--- src/verilog/pci_params.svh ---
`ifndef PCI_PARAMS_SVH
`define PCI_PARAMS_SVH

// --------------------------------------------------
// Target address map
// --------------------------------------------------

`define PCI_MEM_WORDS 64            // Memory window depth in dwords.
`define PCI_BAR_MASK_BITS 8         // BAR0 low bits reading as zero, 256-byte window.
`define PCI_IO_BASE 32'h0000_1000   // Fixed I/O base.
`define PCI_IO_WORDS 4              // I/O register count.

// --------------------------------------------------
// Bus timing
// --------------------------------------------------

`define PCI_WAIT_STATES 1           // DEVSEL to TRDY, at least one.
`define PCI_ABORT_CYCLES 5          // Cycles without DEVSEL before master abort.

// --------------------------------------------------
// Fixed configuration values
// --------------------------------------------------

`define PCI_DEVICE_ID 32'h5a17_0c3e // Read only, configuration index 0.

`endif
--- src/verilog/pci_pkg.sv ---
package pci_pkg;

	// --------------------------------------------------
	// Command and result codes
	// --------------------------------------------------

	typedef enum logic [3:0] {
		CMD_IO_READ    = 4'h2,
		CMD_IO_WRITE   = 4'h3,
		CMD_MEM_READ   = 4'h6,
		CMD_MEM_WRITE  = 4'h7,
		CMD_CONF_READ  = 4'hA,
		CMD_CONF_WRITE = 4'hB
	} pci_cmd_e;

	typedef enum logic [1:0] {
		STS_OK           = 2'd0,
		STS_MASTER_ABORT = 2'd1,
		STS_TARGET_ABORT = 2'd2,
		STS_PARITY_ERR   = 2'd3
	} pci_status_e;

	// --------------------------------------------------
	// Requests, results and the two bus directions
	// --------------------------------------------------

	typedef struct packed {
		pci_cmd_e    cmd;
		logic [31:0] addr;
		logic [31:0] data;
		logic [3:0]  be;       // Active high.
	} pci_cmd_t;

	typedef struct packed {
		logic [31:0] data;
		pci_status_e status;
	} pci_rsp_t;

	typedef struct packed {
		logic [31:0] ad;
		logic [3:0]  cbe_n;
		logic        par;
		logic        frame_n;
		logic        irdy_n;
	} pci_init_bus_t;

	typedef struct packed {
		logic [31:0] ad;
		logic        par;
		logic        devsel_n;
		logic        trdy_n;
		logic        stop_n;
		logic        perr_n;
	} pci_tgt_bus_t;

	function automatic logic cmd_is_write(input pci_cmd_e cmd);
		return cmd inside {CMD_IO_WRITE, CMD_MEM_WRITE, CMD_CONF_WRITE};
	endfunction

endpackage

--- src/verilog/pci_subsys_top.sv ---
`timescale 1ns/1ns

module pci_subsys_top (
	input  logic              clk,
	input  logic              arst_n_i,
	input  logic              cmd_valid_i,
	input  pci_pkg::pci_cmd_t cmd_i,
	input  logic              gnt_n_i,
	output logic              req_n_o,
	output logic              busy_o,
	output logic              rsp_valid_o,
	output pci_pkg::pci_rsp_t rsp_o
);

	pci_pkg::pci_init_bus_t init_bus;
	pci_pkg::pci_tgt_bus_t  tgt_bus;
	pci_pkg::pci_status_e   status;
	logic                   load;
	logic                   capture;
	logic                   master_abort;
	logic [1:0]             phase;
	logic [31:0]            rd_data;

	assign master_abort = (status == pci_pkg::STS_MASTER_ABORT);

	pci_master_ctrl pci_master_ctrl_i (
		.clk         (clk),
		.arst_n_i    (arst_n_i),
		.cmd_valid_i (cmd_valid_i),
		.cmd_kind_i  (cmd_i.cmd),
		.gnt_n_i     (gnt_n_i),
		.tgt_i       (tgt_bus),
		.req_n_o     (req_n_o),
		.busy_o      (busy_o),
		.load_o      (load),
		.phase_o     (phase),
		.capture_o   (capture),
		.rsp_valid_o (rsp_valid_o),
		.status_o    (status)
	);

	pci_master_datapath pci_master_datapath_i (
		.clk       (clk),
		.arst_n_i  (arst_n_i),
		.cmd_i     (cmd_i),
		.load_i    (load),
		.phase_i   (phase),
		.capture_i (capture),
		.abort_i   (master_abort),
		.tgt_i     (tgt_bus),
		.bus_o     (init_bus),
		.rd_data_o (rd_data)
	);

	pci_target pci_target_i (
		.clk      (clk),
		.arst_n_i (arst_n_i),
		.bus_i    (init_bus),
		.idsel_i  (init_bus.ad[16]),       // IDSEL taken from AD16.
		.tgt_o    (tgt_bus)
	);

	assign rsp_o = '{data: rd_data, status: status};

endmodule

--- src/verilog/pci_target.sv ---
`timescale 1ns/1ns
`include "pci_params.svh"

module pci_target (
	input  logic                   clk,
	input  logic                   arst_n_i,
	input  pci_pkg::pci_init_bus_t bus_i,
	input  logic                   idsel_i,
	output pci_pkg::pci_tgt_bus_t  tgt_o
);

	localparam int          MEM_IW   = $clog2(`PCI_MEM_WORDS);
	localparam int          IO_IW    = $clog2(`PCI_IO_WORDS);
	localparam int          WAIT_W   = $clog2(`PCI_WAIT_STATES + 1);
	localparam logic [31:0] BAR_MASK = ~((32'd1 << `PCI_BAR_MASK_BITS) - 32'd1);
	localparam logic [31:0] IO_SPAN  = 32'(4 * `PCI_IO_WORDS);

	logic [31:0]       mem_q [`PCI_MEM_WORDS];
	logic [31:0]       io_q [`PCI_IO_WORDS];
	logic [31:0]       bar0_q;
	logic [31:0]       addr_q;
	pci_pkg::pci_cmd_e cmd_q;
	logic              frame_n_q;
	logic              sel_q;
	logic [WAIT_W-1:0] wait_q;
	logic              devsel_n_q;
	logic              trdy_n_q;
	logic              stop_n_q;
	logic              perr_n_q;
	logic              par_q;
	logic [31:0]       ad_q;
	logic              chk_q;
	logic              dat_par_q;

	logic              addr_phase;
	logic              hit;
	logic              is_conf;
	logic              is_mem;
	logic              is_io;
	logic              is_write;
	logic              abort;
	logic              done;
	logic              wr_en;
	logic [5:0]        cfg_idx;
	logic [MEM_IW-1:0] mem_idx;
	logic [IO_IW-1:0]  io_idx;
	logic [31:0]       rd_data;
	logic [31:0]       wr_data;

	function automatic logic [31:0] merge_be(input logic [31:0] old_v,
			input logic [31:0] new_v, input logic [3:0] cbe_n);
		logic [31:0] res;
		res = old_v;
		for (int b = 0; b < 4; b++) begin
			if (!cbe_n[b]) begin
				res[8*b +: 8] = new_v[8*b +: 8];
			end
		end
		return res;
	endfunction

	// --------------------------------------------------
	// Address decode
	// --------------------------------------------------

	assign addr_phase = !bus_i.frame_n && frame_n_q;

	always_comb begin
		case (bus_i.cbe_n)
			pci_pkg::CMD_CONF_READ, pci_pkg::CMD_CONF_WRITE: hit = idsel_i;
			pci_pkg::CMD_MEM_READ, pci_pkg::CMD_MEM_WRITE: hit = (bus_i.ad & BAR_MASK) == bar0_q;
			pci_pkg::CMD_IO_READ, pci_pkg::CMD_IO_WRITE: hit = (bus_i.ad - `PCI_IO_BASE) < IO_SPAN;
			default: hit = 1'b0;
		endcase
	end

	assign is_conf  = cmd_q inside {pci_pkg::CMD_CONF_READ, pci_pkg::CMD_CONF_WRITE};
	assign is_mem   = cmd_q inside {pci_pkg::CMD_MEM_READ, pci_pkg::CMD_MEM_WRITE};
	assign is_io    = cmd_q inside {pci_pkg::CMD_IO_READ, pci_pkg::CMD_IO_WRITE};
	assign is_write = pci_pkg::cmd_is_write(cmd_q);
	assign cfg_idx  = addr_q[7:2];
	assign mem_idx  = addr_q[MEM_IW+1:2];
	assign io_idx   = addr_q[IO_IW+1:2];
	assign abort    = is_conf && is_write && (cfg_idx == 6'd0); // Device ID is read only.
	assign done     = sel_q && !bus_i.irdy_n && (!trdy_n_q || !stop_n_q);
	assign wr_en    = done && !trdy_n_q && is_write;

	always_comb begin
		rd_data = '0;
		if (is_conf) begin
			if (cfg_idx == 6'd0) begin
				rd_data = `PCI_DEVICE_ID;
			end else if (cfg_idx == 6'd4) begin
				rd_data = bar0_q;
			end
		end else if (is_mem) begin
			rd_data = mem_q[mem_idx];
		end else if (is_io) begin
			rd_data = io_q[io_idx];
		end
	end

	assign wr_data = merge_be(rd_data, bus_i.ad, bus_i.cbe_n);

	// --------------------------------------------------
	// Response timing and parity check
	// --------------------------------------------------

	always_ff @(posedge clk or negedge arst_n_i) begin
		if (!arst_n_i) begin
			frame_n_q  <= 1'b1;
			sel_q      <= 1'b0;
			wait_q     <= '0;
			devsel_n_q <= 1'b1;
			trdy_n_q   <= 1'b1;
			stop_n_q   <= 1'b1;
			perr_n_q   <= 1'b1;
			chk_q      <= 1'b0;
			par_q      <= 1'b0;
			ad_q       <= '0;
			bar0_q     <= '0;
		end else begin
			frame_n_q <= bus_i.frame_n;
			par_q     <= ^{ad_q, bus_i.cbe_n};
			chk_q     <= sel_q && is_write && !bus_i.irdy_n;
			perr_n_q  <= !(chk_q && (dat_par_q != bus_i.par)); // PAR lags data by one.
			if (done) begin
				sel_q      <= 1'b0;
				devsel_n_q <= 1'b1;
				trdy_n_q   <= 1'b1;
				stop_n_q   <= 1'b1;
			end else if (addr_phase && hit) begin
				sel_q      <= 1'b1;
				devsel_n_q <= 1'b0;
				wait_q     <= WAIT_W'(`PCI_WAIT_STATES - 1);
			end else if (sel_q && trdy_n_q && stop_n_q) begin
				if (wait_q == '0) begin
					if (abort) begin
						stop_n_q <= 1'b0;
					end else begin
						trdy_n_q <= 1'b0;
						ad_q     <= rd_data;
					end
				end else begin
					wait_q <= wait_q - 1'b1;
				end
			end
			if (wr_en && is_conf && cfg_idx == 6'd4) begin
				bar0_q <= wr_data & BAR_MASK;
			end
		end
	end

	always_ff @(posedge clk) begin
		dat_par_q <= ^{bus_i.ad, bus_i.cbe_n};
		if (addr_phase) begin
			addr_q <= bus_i.ad;
			cmd_q  <= pci_pkg::pci_cmd_e'(bus_i.cbe_n);
		end
		if (wr_en && is_mem) begin
			mem_q[mem_idx] <= wr_data;
		end
		if (wr_en && is_io) begin
			io_q[io_idx] <= wr_data;
		end
	end

	assign tgt_o = '{ad: ad_q, par: par_q, devsel_n: devsel_n_q, trdy_n: trdy_n_q,
		stop_n: stop_n_q, perr_n: perr_n_q};

endmodule

--- src/verilog/pci_master_datapath.sv ---
`timescale 1ns/1ns

module pci_master_datapath (
	input  logic                   clk,
	input  logic                   arst_n_i,
	input  pci_pkg::pci_cmd_t      cmd_i,
	input  logic                   load_i,
	input  logic [1:0]             phase_i,
	input  logic                   capture_i,
	input  logic                   abort_i,
	input  pci_pkg::pci_tgt_bus_t  tgt_i,
	output pci_pkg::pci_init_bus_t bus_o,
	output logic [31:0]            rd_data_o
);

	pci_pkg::pci_cmd_t cmd_q;
	logic              is_read;
	logic              par_q;
	logic [31:0]       rd_data_q;

	assign is_read = !pci_pkg::cmd_is_write(cmd_q.cmd);

	always_ff @(posedge clk) begin
		if (load_i) begin
			cmd_q <= cmd_i;
		end
	end

	// --------------------------------------------------
	// Bus drive
	// --------------------------------------------------

	always_comb begin
		bus_o.ad      = '0;
		bus_o.cbe_n   = '1;
		bus_o.par     = par_q;
		bus_o.frame_n = 1'b1;
		bus_o.irdy_n  = 1'b1;
		if (phase_i[0]) begin
			bus_o.ad      = cmd_q.addr;
			bus_o.cbe_n   = cmd_q.cmd;
			bus_o.frame_n = 1'b0;
		end else if (phase_i[1]) begin
			bus_o.irdy_n = 1'b0;
			if (is_read) begin
				bus_o.cbe_n = 4'h0;                // All lanes for reads.
			end else begin
				bus_o.ad    = cmd_q.data;
				bus_o.cbe_n = ~cmd_q.be;
			end
		end
	end

	always_ff @(posedge clk or negedge arst_n_i) begin
		if (!arst_n_i) begin
			par_q <= 1'b0;
		end else begin
			par_q <= ^{bus_o.ad, bus_o.cbe_n};     // Even parity, one cycle late.
		end
	end

	always_ff @(posedge clk) begin
		if (load_i) begin
			rd_data_q <= '0;
		end else if (abort_i) begin
			rd_data_q <= '1;
		end else if (capture_i) begin
			rd_data_q <= tgt_i.ad;
		end
	end

	assign rd_data_o = rd_data_q;

endmodule

--- src/verilog/pci_master_ctrl.sv ---
`timescale 1ns/1ns
`include "pci_params.svh"

module pci_master_ctrl (
	input  logic                  clk,
	input  logic                  arst_n_i,
	input  logic                  cmd_valid_i,
	input  pci_pkg::pci_cmd_e     cmd_kind_i,
	input  logic                  gnt_n_i,
	input  pci_pkg::pci_tgt_bus_t tgt_i,
	output logic                  req_n_o,
	output logic                  busy_o,
	output logic                  load_o,
	output logic [1:0]            phase_o,
	output logic                  capture_o,
	output logic                  rsp_valid_o,
	output pci_pkg::pci_status_e  status_o
);

	localparam int CNT_W = $clog2(`PCI_ABORT_CYCLES + 1);

	typedef enum logic [2:0] {
		ST_IDLE,
		ST_REQ,
		ST_ADDR,
		ST_DATA,
		ST_TURN
	} state_e;

	state_e               state_q;
	state_e               state_d;
	logic                 is_read_q;
	logic [CNT_W-1:0]     cnt_q;
	logic                 perr_seen_q;
	pci_pkg::pci_status_e sts_q;
	logic                 accept;
	logic                 timeout;
	logic                 done;

	assign accept = cmd_valid_i && (state_q == ST_IDLE);

	// No DEVSEL within the abort window ends the cycle.
	assign timeout = (state_q == ST_DATA) && tgt_i.devsel_n &&
		(cnt_q == CNT_W'(`PCI_ABORT_CYCLES - 1));

	assign done = (state_q == ST_DATA) && (!tgt_i.trdy_n || !tgt_i.stop_n || timeout);

	always_comb begin
		state_d = state_q;
		case (state_q)
			ST_IDLE: if (cmd_valid_i) state_d = ST_REQ;
			ST_REQ:  if (!gnt_n_i) state_d = ST_ADDR;
			ST_ADDR: state_d = ST_DATA;
			ST_DATA: if (done) state_d = ST_TURN;
			ST_TURN: state_d = ST_IDLE;
			default: state_d = ST_IDLE;
		endcase
	end

	always_ff @(posedge clk or negedge arst_n_i) begin
		if (!arst_n_i) begin
			state_q     <= ST_IDLE;
			is_read_q   <= 1'b0;
			cnt_q       <= '0;
			perr_seen_q <= 1'b0;
			sts_q       <= pci_pkg::STS_OK;
		end else begin
			state_q <= state_d;
			if (accept) begin
				is_read_q   <= !pci_pkg::cmd_is_write(cmd_kind_i);
				perr_seen_q <= 1'b0;
			end
			if (state_q == ST_ADDR) begin
				cnt_q <= '0;
			end else if (state_q == ST_DATA && tgt_i.devsel_n) begin
				cnt_q <= cnt_q + 1'b1;
			end
			if (state_q == ST_DATA && !tgt_i.perr_n) begin
				perr_seen_q <= 1'b1;
			end
			if (done) begin
				if (!tgt_i.stop_n) begin
					sts_q <= pci_pkg::STS_TARGET_ABORT;
				end else if (timeout) begin
					sts_q <= pci_pkg::STS_MASTER_ABORT;
				end else begin
					sts_q <= pci_pkg::STS_OK;
				end
			end
		end
	end

	// --------------------------------------------------
	// Outputs
	// --------------------------------------------------

	assign load_o      = accept;
	assign busy_o      = (state_q != ST_IDLE);
	assign req_n_o     = !(state_q inside {ST_REQ, ST_ADDR, ST_DATA});
	assign phase_o     = {state_q == ST_DATA, state_q == ST_ADDR}; // Bit 1 data, bit 0 address.
	assign capture_o   = (state_q == ST_DATA) && is_read_q && !tgt_i.trdy_n;
	assign rsp_valid_o = (state_q == ST_TURN);

	// Master abort shows early so the datapath can load all ones.
	// PERR for a write lands in the turnaround cycle.
	always_comb begin
		status_o = pci_pkg::STS_OK;
		if (timeout) begin
			status_o = pci_pkg::STS_MASTER_ABORT;
		end else if (state_q == ST_TURN) begin
			status_o = sts_q;
			if (sts_q == pci_pkg::STS_OK && (perr_seen_q || !tgt_i.perr_n)) begin
				status_o = pci_pkg::STS_PARITY_ERR;
			end
		end
	end

endmodule

--- config.mk ---
export PLATFORM = sky130hd
export DESIGN_NAME = pci_subsys_top
export DESIGN_NICKNAME = d
export VERILOG_FILES = /design/src/verilog/pci_pkg.sv /design/src/verilog/pci_subsys_top.sv /design/src/verilog/pci_target.sv /design/src/verilog/pci_master_datapath.sv /design/src/verilog/pci_master_ctrl.sv
export VERILOG_INCLUDE_DIRS = /design/src /design/src/verilog
export SDC_FILE = /design/constraint.sdc
export NUM_CORES = 2
export LEC_CHECK = 0
export BUFFER_PORTS_ARGS = -buffer_cell sky130_fd_sc_hd__buf_2
export CORE_ASPECT_RATIO = 0.8
export CORE_MARGIN = 5
export CORE_UTILIZATION = 25
export DETAILED_ROUTE_END_ITERATION = 8
export MAX_ROUTING_LAYER = met4
export SLEW_MARGIN = 20
export SYNTH_ARGS = -nofsm -noshare
export SYNTH_HDL_FRONTEND = slang
export SYNTH_SLANG_ARGS = --single-unit
--- constraint.sdc ---
create_clock -name clk -period 9.7 [get_ports clk]
set_clock_uncertainty 0.05 [all_clocks]
set_input_delay 2.91 -clock clk [delete_from_list [all_inputs] [get_ports clk]]
set_output_delay 2.91 -clock clk [all_outputs]
set_load 0.01 [all_outputs]
# Yosys cells after proc, flatten, opt, wreduce, memory -nomap -nowiden
# Memories as Yosys holds them, arrays and structs flattened. A register that Yosys moved wholly into a read port is not among the register bits.
# Index checks and enable logic that the tools add are counted.
# op_classes
n_addsub	3
bitwise_logic	5
n_eq_ne	33
n_reduce_logical	62
n_mux	55
n_lt_le_gt_ge	1
# op_table
cell	count
$mux W32	8
$mux W36	2
$reduce_xor A36 Y1	1
$lt A32 B5 Y1 const B	1
$mux W8	4
$sub A32 B13 Y32 const B	1
$mux W1	27
$logic_and A1 B1 Y1	25
$eq A24 B24 Y1	1
$eq A4 B2 Y1 const B	6
$eq A4 B3 Y1 const B	6
$eq A4 B4 Y1 const B	6
$reduce_bool A2 Y1	10
$mux W3	5
$reduce_bool A3 Y1	5
$pmux W3 S4	1
$mux W2	5
$ne A2 B2 Y1 const B	5
$reduce_and A4 Y1	2
$logic_not A1 Y1	7
$eq A3 B2 Y1 const B	2
$eq A3 B3 Y1 const B	2
$eq A6 B3 Y1 const B	1
$logic_not A6 Y1	1
other kinds (18)	25
# word_totals
ramBits	2176
elab_cells	185
n_memories	2
regBits	192
output_inout_bits	37
# memory_table
name	depth	word_bits	read_ports	rd_ports_with_merged_regs	write_ports	line_no	text
pci_target_i.mem_q	64	32	1	1	1	pci_target.sv:18	logic [31:0] mem_q [`PCI_MEM_WORDS];
pci_target_i.io_q	4	32	1	1	1	pci_target.sv:19	logic [31:0] io_q [`PCI_IO_WORDS];

# Longest topological paths before layout
# logic_depth
depth_word	11
depth_mapped	17
mapped_depth_nobuf	14

# By module
# A second synthesis with hierarchy kept.
# hier_totals
cells_unflattened	4649
hier_area_um2	94185.3
# modules_own_cells
module	cells_per_inst	seq_area_each_um2	n_inst	area_per_inst_um2
pci_target	4144	67390.9	1	88567.4
pci_master_datapath	436	2827.7	1	4952.2
pci_master_ctrl	68	250.2	1	651.9
pci_subsys_top	1	0.0	1	13.8

# Least setup slack after synthesis
# Ideal clock, no wire load.
# synth_path
path_type	input port to flip-flop
startpoint	input cmd_valid_i
endpoint	register pci_master_datapath_i.cmd_q[0] in the netlist's numbering (enable)
arrival_time_ns	5.456
required_time_ns	9.185
path_slack_ns	3.729
cell_stages	3
path_cell_list	inv_1 > nor2_1 > clkbuf_1
# synth_between
elab_chain_cells	1
# synth_lines
element	line_no	text
start: declaration	pci_subsys_top.sv:6	input logic cmd_valid_i,
$logic_and A1 B1 Y1	pci_master_ctrl.sv:40	assign accept = cmd_valid_i && (state_q == ST_IDLE);
net load	pci_subsys_top.sv:18	logic load;
end signal: assignment	pci_master_datapath.sv:25	cmd_q <= cmd_i;
end: declaration	pci_master_datapath.sv:16	pci_pkg::pci_cmd_t cmd_q;
# The timed path passes the listed nets, and every way through them passes these cells.
# A chain may end at the register's enable or synchronous reset.

==> impl_metrics.json <==
{
  "dieArea_um2": 381000,
  "htreeDepth": 4,
  "top_usage_layer": "met2",
  "clk_path_buf_depth": 3,
  "synth_area_leader_cell": "edfxtp_1",
  "finalHoldViolations": 0,
  "ctsResizeCount": 0,
  "area_delta_synth_final_pct": 16.3,
  "finalSetupViolCount": 0,
  "endpoint_kind": "primary output",
  "grtUsageTotal": 0.134,
  "cts_buffers": 220,
  "grt_max_degree": 136,
  "status": "complete, no violations",
  "cts_sinks": 2371,
  "wl_per_cell_um": 26.8,
  "clk_pin_slew_worst_paths_ps": 70,
  "place_area_um2": 100000,
  "grt_pass1_vias": 45200,
  "cp_max_fo": 27,
  "fp.dieH_um": 553,
  "final.period_utilization": 0.640,
  "synth.area.top_cells": "edfxtp_1 (74%), mux4_2 (16%), dfrtp_1 (1.9%)",
  "insertion_delay_ps": 860,
  "antenna_found_initial": 8,
  "vias": 46400,
  "worstPathRequired_ps": 6740,
  "ys_seq_area_frac": 0.764,
  "grt_use_met3": 0.0335,
  "drc": 0,
  "final_cell_mix": "edfxtp_1 (2258), mux4_2 (673), clkbuf_16 (222)",
  "min_path_type": "flop to flop",
  "stdcell_area_um2": 107000,
  "ys_ff_latch": 2371,
  "yosys.area.top_type_share": 0.735,
  "rows": 199,
  "synth_area_um2": 92200,
  "cts_setup_buffers": 0,
  "avgSynthCellArea_um2": 22.1,
  "rrSetupSlack_ps": 4020,
  "final_common_cell": "edfxtp_1",
  "drt_wl_total_mm": 255,
  "place_congestion": 0.912,
  "ys_async_sr_fraction": 0.0312,
  "grt_overflow_total": 0,
  "arrival_ps": 3240,
  "ys_warn_count": 0,
  "grt_pass1_wl_mm": 358,
  "synth_flop_cell": "edfxtp_1",
  "r2r-start": "pci_master_ctrl_i.state_q[0]$_DFFE_PN0P_",
  "leakage_nw": 33.3,
  "viasPerCell": 4.86,
  "power_density_nw_per_um2": 288,
  "ir_drop_v": 0.000257,
  "min_to": "pci_target_i.perr_n_q$_DFF_PN1_",
  "drtIter0Drc": 6222,
  "syn_nets": 4258,
  "io_buffers": 112,
  "tns_ps": 0,
  "ant_nets": 0,
  "cap_viol_max_count": 0,
  "worst_slack_ps": 3500,
  "dr.pass1.iters": 6,
  "grt_setup_unrepaired": "no",
  "synth.distinct_cells": 79,
  "nets": 4523,
  "hold_depth": 1,
  "holdCritStartpoint": "pci_target_i.chk_q$_DFF_PN0_",
  "die_w_um": 689,
  "worstSetupPathType": "flop to primary output",
  "max_freq_ghz": 0.161,
  "cts-root-buf": "clkbuf_16",
  "ioPinCount": 113,
  "start_util": 0.251,
  "drive_gt1_frac": 0.306,
  "worst_slew_pin_slew_ps": 1120,
  "met1_usage": 0.191,
  "cts_tree": "done",
  "fin_crit_ps": 6200,
  "synth_cells": 4166,
  "post-place-ws_ps": 4080,
  "synth_edf_count": 2258,
  "place_hpwl_mm": 139,
  "met2_usage": 0.193,
  "reg2regPathDepth": 7,
  "holdBufCountCts": 0,
  "cp-start-kind": "flop",
  "drv_slew": 0,
  "core_area_um2": 368000,
  "r2r_end": "pci_target_i.mem_q[51][7]$_DFFE_PP_",
  "slew_headroom": 0.250
}
==> cell usage after synthesis (13+ instances only) <==
library cell  count
a21o_1           13
a21oi_1          71
a31oi_1          33
and2_1           20
buf_1            21
buf_2            77
buf_4            21
clkbuf_1         88
dfrtp_1          69
dfxtp_1          39
edfxtp_1       2258
ha_1             16
inv_1            32
mux2_1           16
mux2_2           27
mux2i_1          62
mux4_2          673
nand2_1         192
nand3_1          21
nand4_1          21
nor2_1          130
o21ai_0          26
o22ai_1          17
xnor2_1          30
==> where the power goes <==
group | total, W | leakage, nW | internal [W] | switching, W
Sequential | 0.0133 | 22.0 | 0.0130 | 0.000303
Clock | 0.00863 | 3.50 | 0.00485 | 0.00379
Combinational | 0.00896 | 7.74 | 0.00353 | 0.00543
Total | 0.0309 | 33.3 | 0.0213 | 0.00952
==> metal layers <==
layer / vias up / wire (µm)
li1: 18100 / -
met1: 25400 / 109000
met2: 2540 / 114000
met3: 338 / 27400
met4: 0 / 4630
met5: - / 0
==> sequential cells by signal, summed over array words and instances (netlist names), 2 cells and up, named ones only <==
signal                           cells
pci_master_datapath_i.rd_data_o     32
pci_master_ctrl_i.state_q            3
pci_master_ctrl_i.cnt_q              3
pci_target_i.bar0_q                 24
pci_master_ctrl_i.sts_q              2
pci_target_i.io_q                  128
pci_target_i.addr_q                  6
pci_master_datapath_i.cmd_q         72
pci_target_i.mem_q                2048
pci_target_i.ad_q                   32
pci_target_i.cmd_q                   4
==> critical path, stage by stage, from the launching register on <==
cell and delay (ps):
dfrtp_1 590, and3b_1 830, nand2_1 310, o21ai_0 450
buf_2 220
==> layout make-up <==
class	count	area, µm²
fillers	35500	260000
flip-flops and latches	2371	70500
multi-input cells	1543	21500
well taps	4924	6160
clock buffers	270	5760
repair buffers	259	1860
clock inverters	136	1450
inverters	36	140
diodes	3	7.51
==> worst max-delay path by stage <==
stage | startpoint | endpoint | slack [ps]
6_report | pci_master_ctrl_i.state_q[0]$_DFFE_PN0P_ | rsp_o[0] | 3500
4_1_cts | pci_master_ctrl_i.state_q[0]$_DFFE_PN0P_ | rsp_o[0] | 3510
3_3_place_gp | flop | pci_target_i.mem_q[42][4]$_DFFE_PP_ | 4220
5_1_grt | pci_master_ctrl_i.state_q[0]$_DFFE_PN0P_ | rsp_o[0] | 3220
2_1_floorplan | cmd_valid_i | pci_master_datapath_i.cmd_q[0]$_DFFE_PP_ | 3730
3_5_place_dp | pci_target_i.cmd_q[2]$_DFFE_PP_ | pci_target_i.mem_q[24][24]$_DFFE_PP_ | 4080
==> cells by family (layout without fill, tap and decap cells) <==
logic type                 Yosys count  after routing  share of synthesized area
muxes                              778            778                      0.176
buffers and inverters              252            701                     0.0129
other                                0              3                          0
DFF                               2371           2371                      0.764
and+or+nand+nor                    474            474                     0.0243
AOI/OAI and AO/OA                  238            238                     0.0169
xor gates and xnor gates            37             37                    0.00351
adders and majority gates           16             16                    0.00217
==> stage by stage <==
stage / total power [W] / hold WS (ps) / util / cells
after floorplan: 0.0194 / 298 / - / 4166
after global placement: 0.0223 / 311 / 0.272 / 9124
after detailed placement: 0.0225 / 311 / 0.272 / 9131
after CTS: 0.0311 / 321 / 0.292 / 9537
after global routing: 0.0320 / 336 / 0.292 / 9540
final: 0.0309 / 319 / 0.292 / 9542
Power figures use the tool's default switching activity.
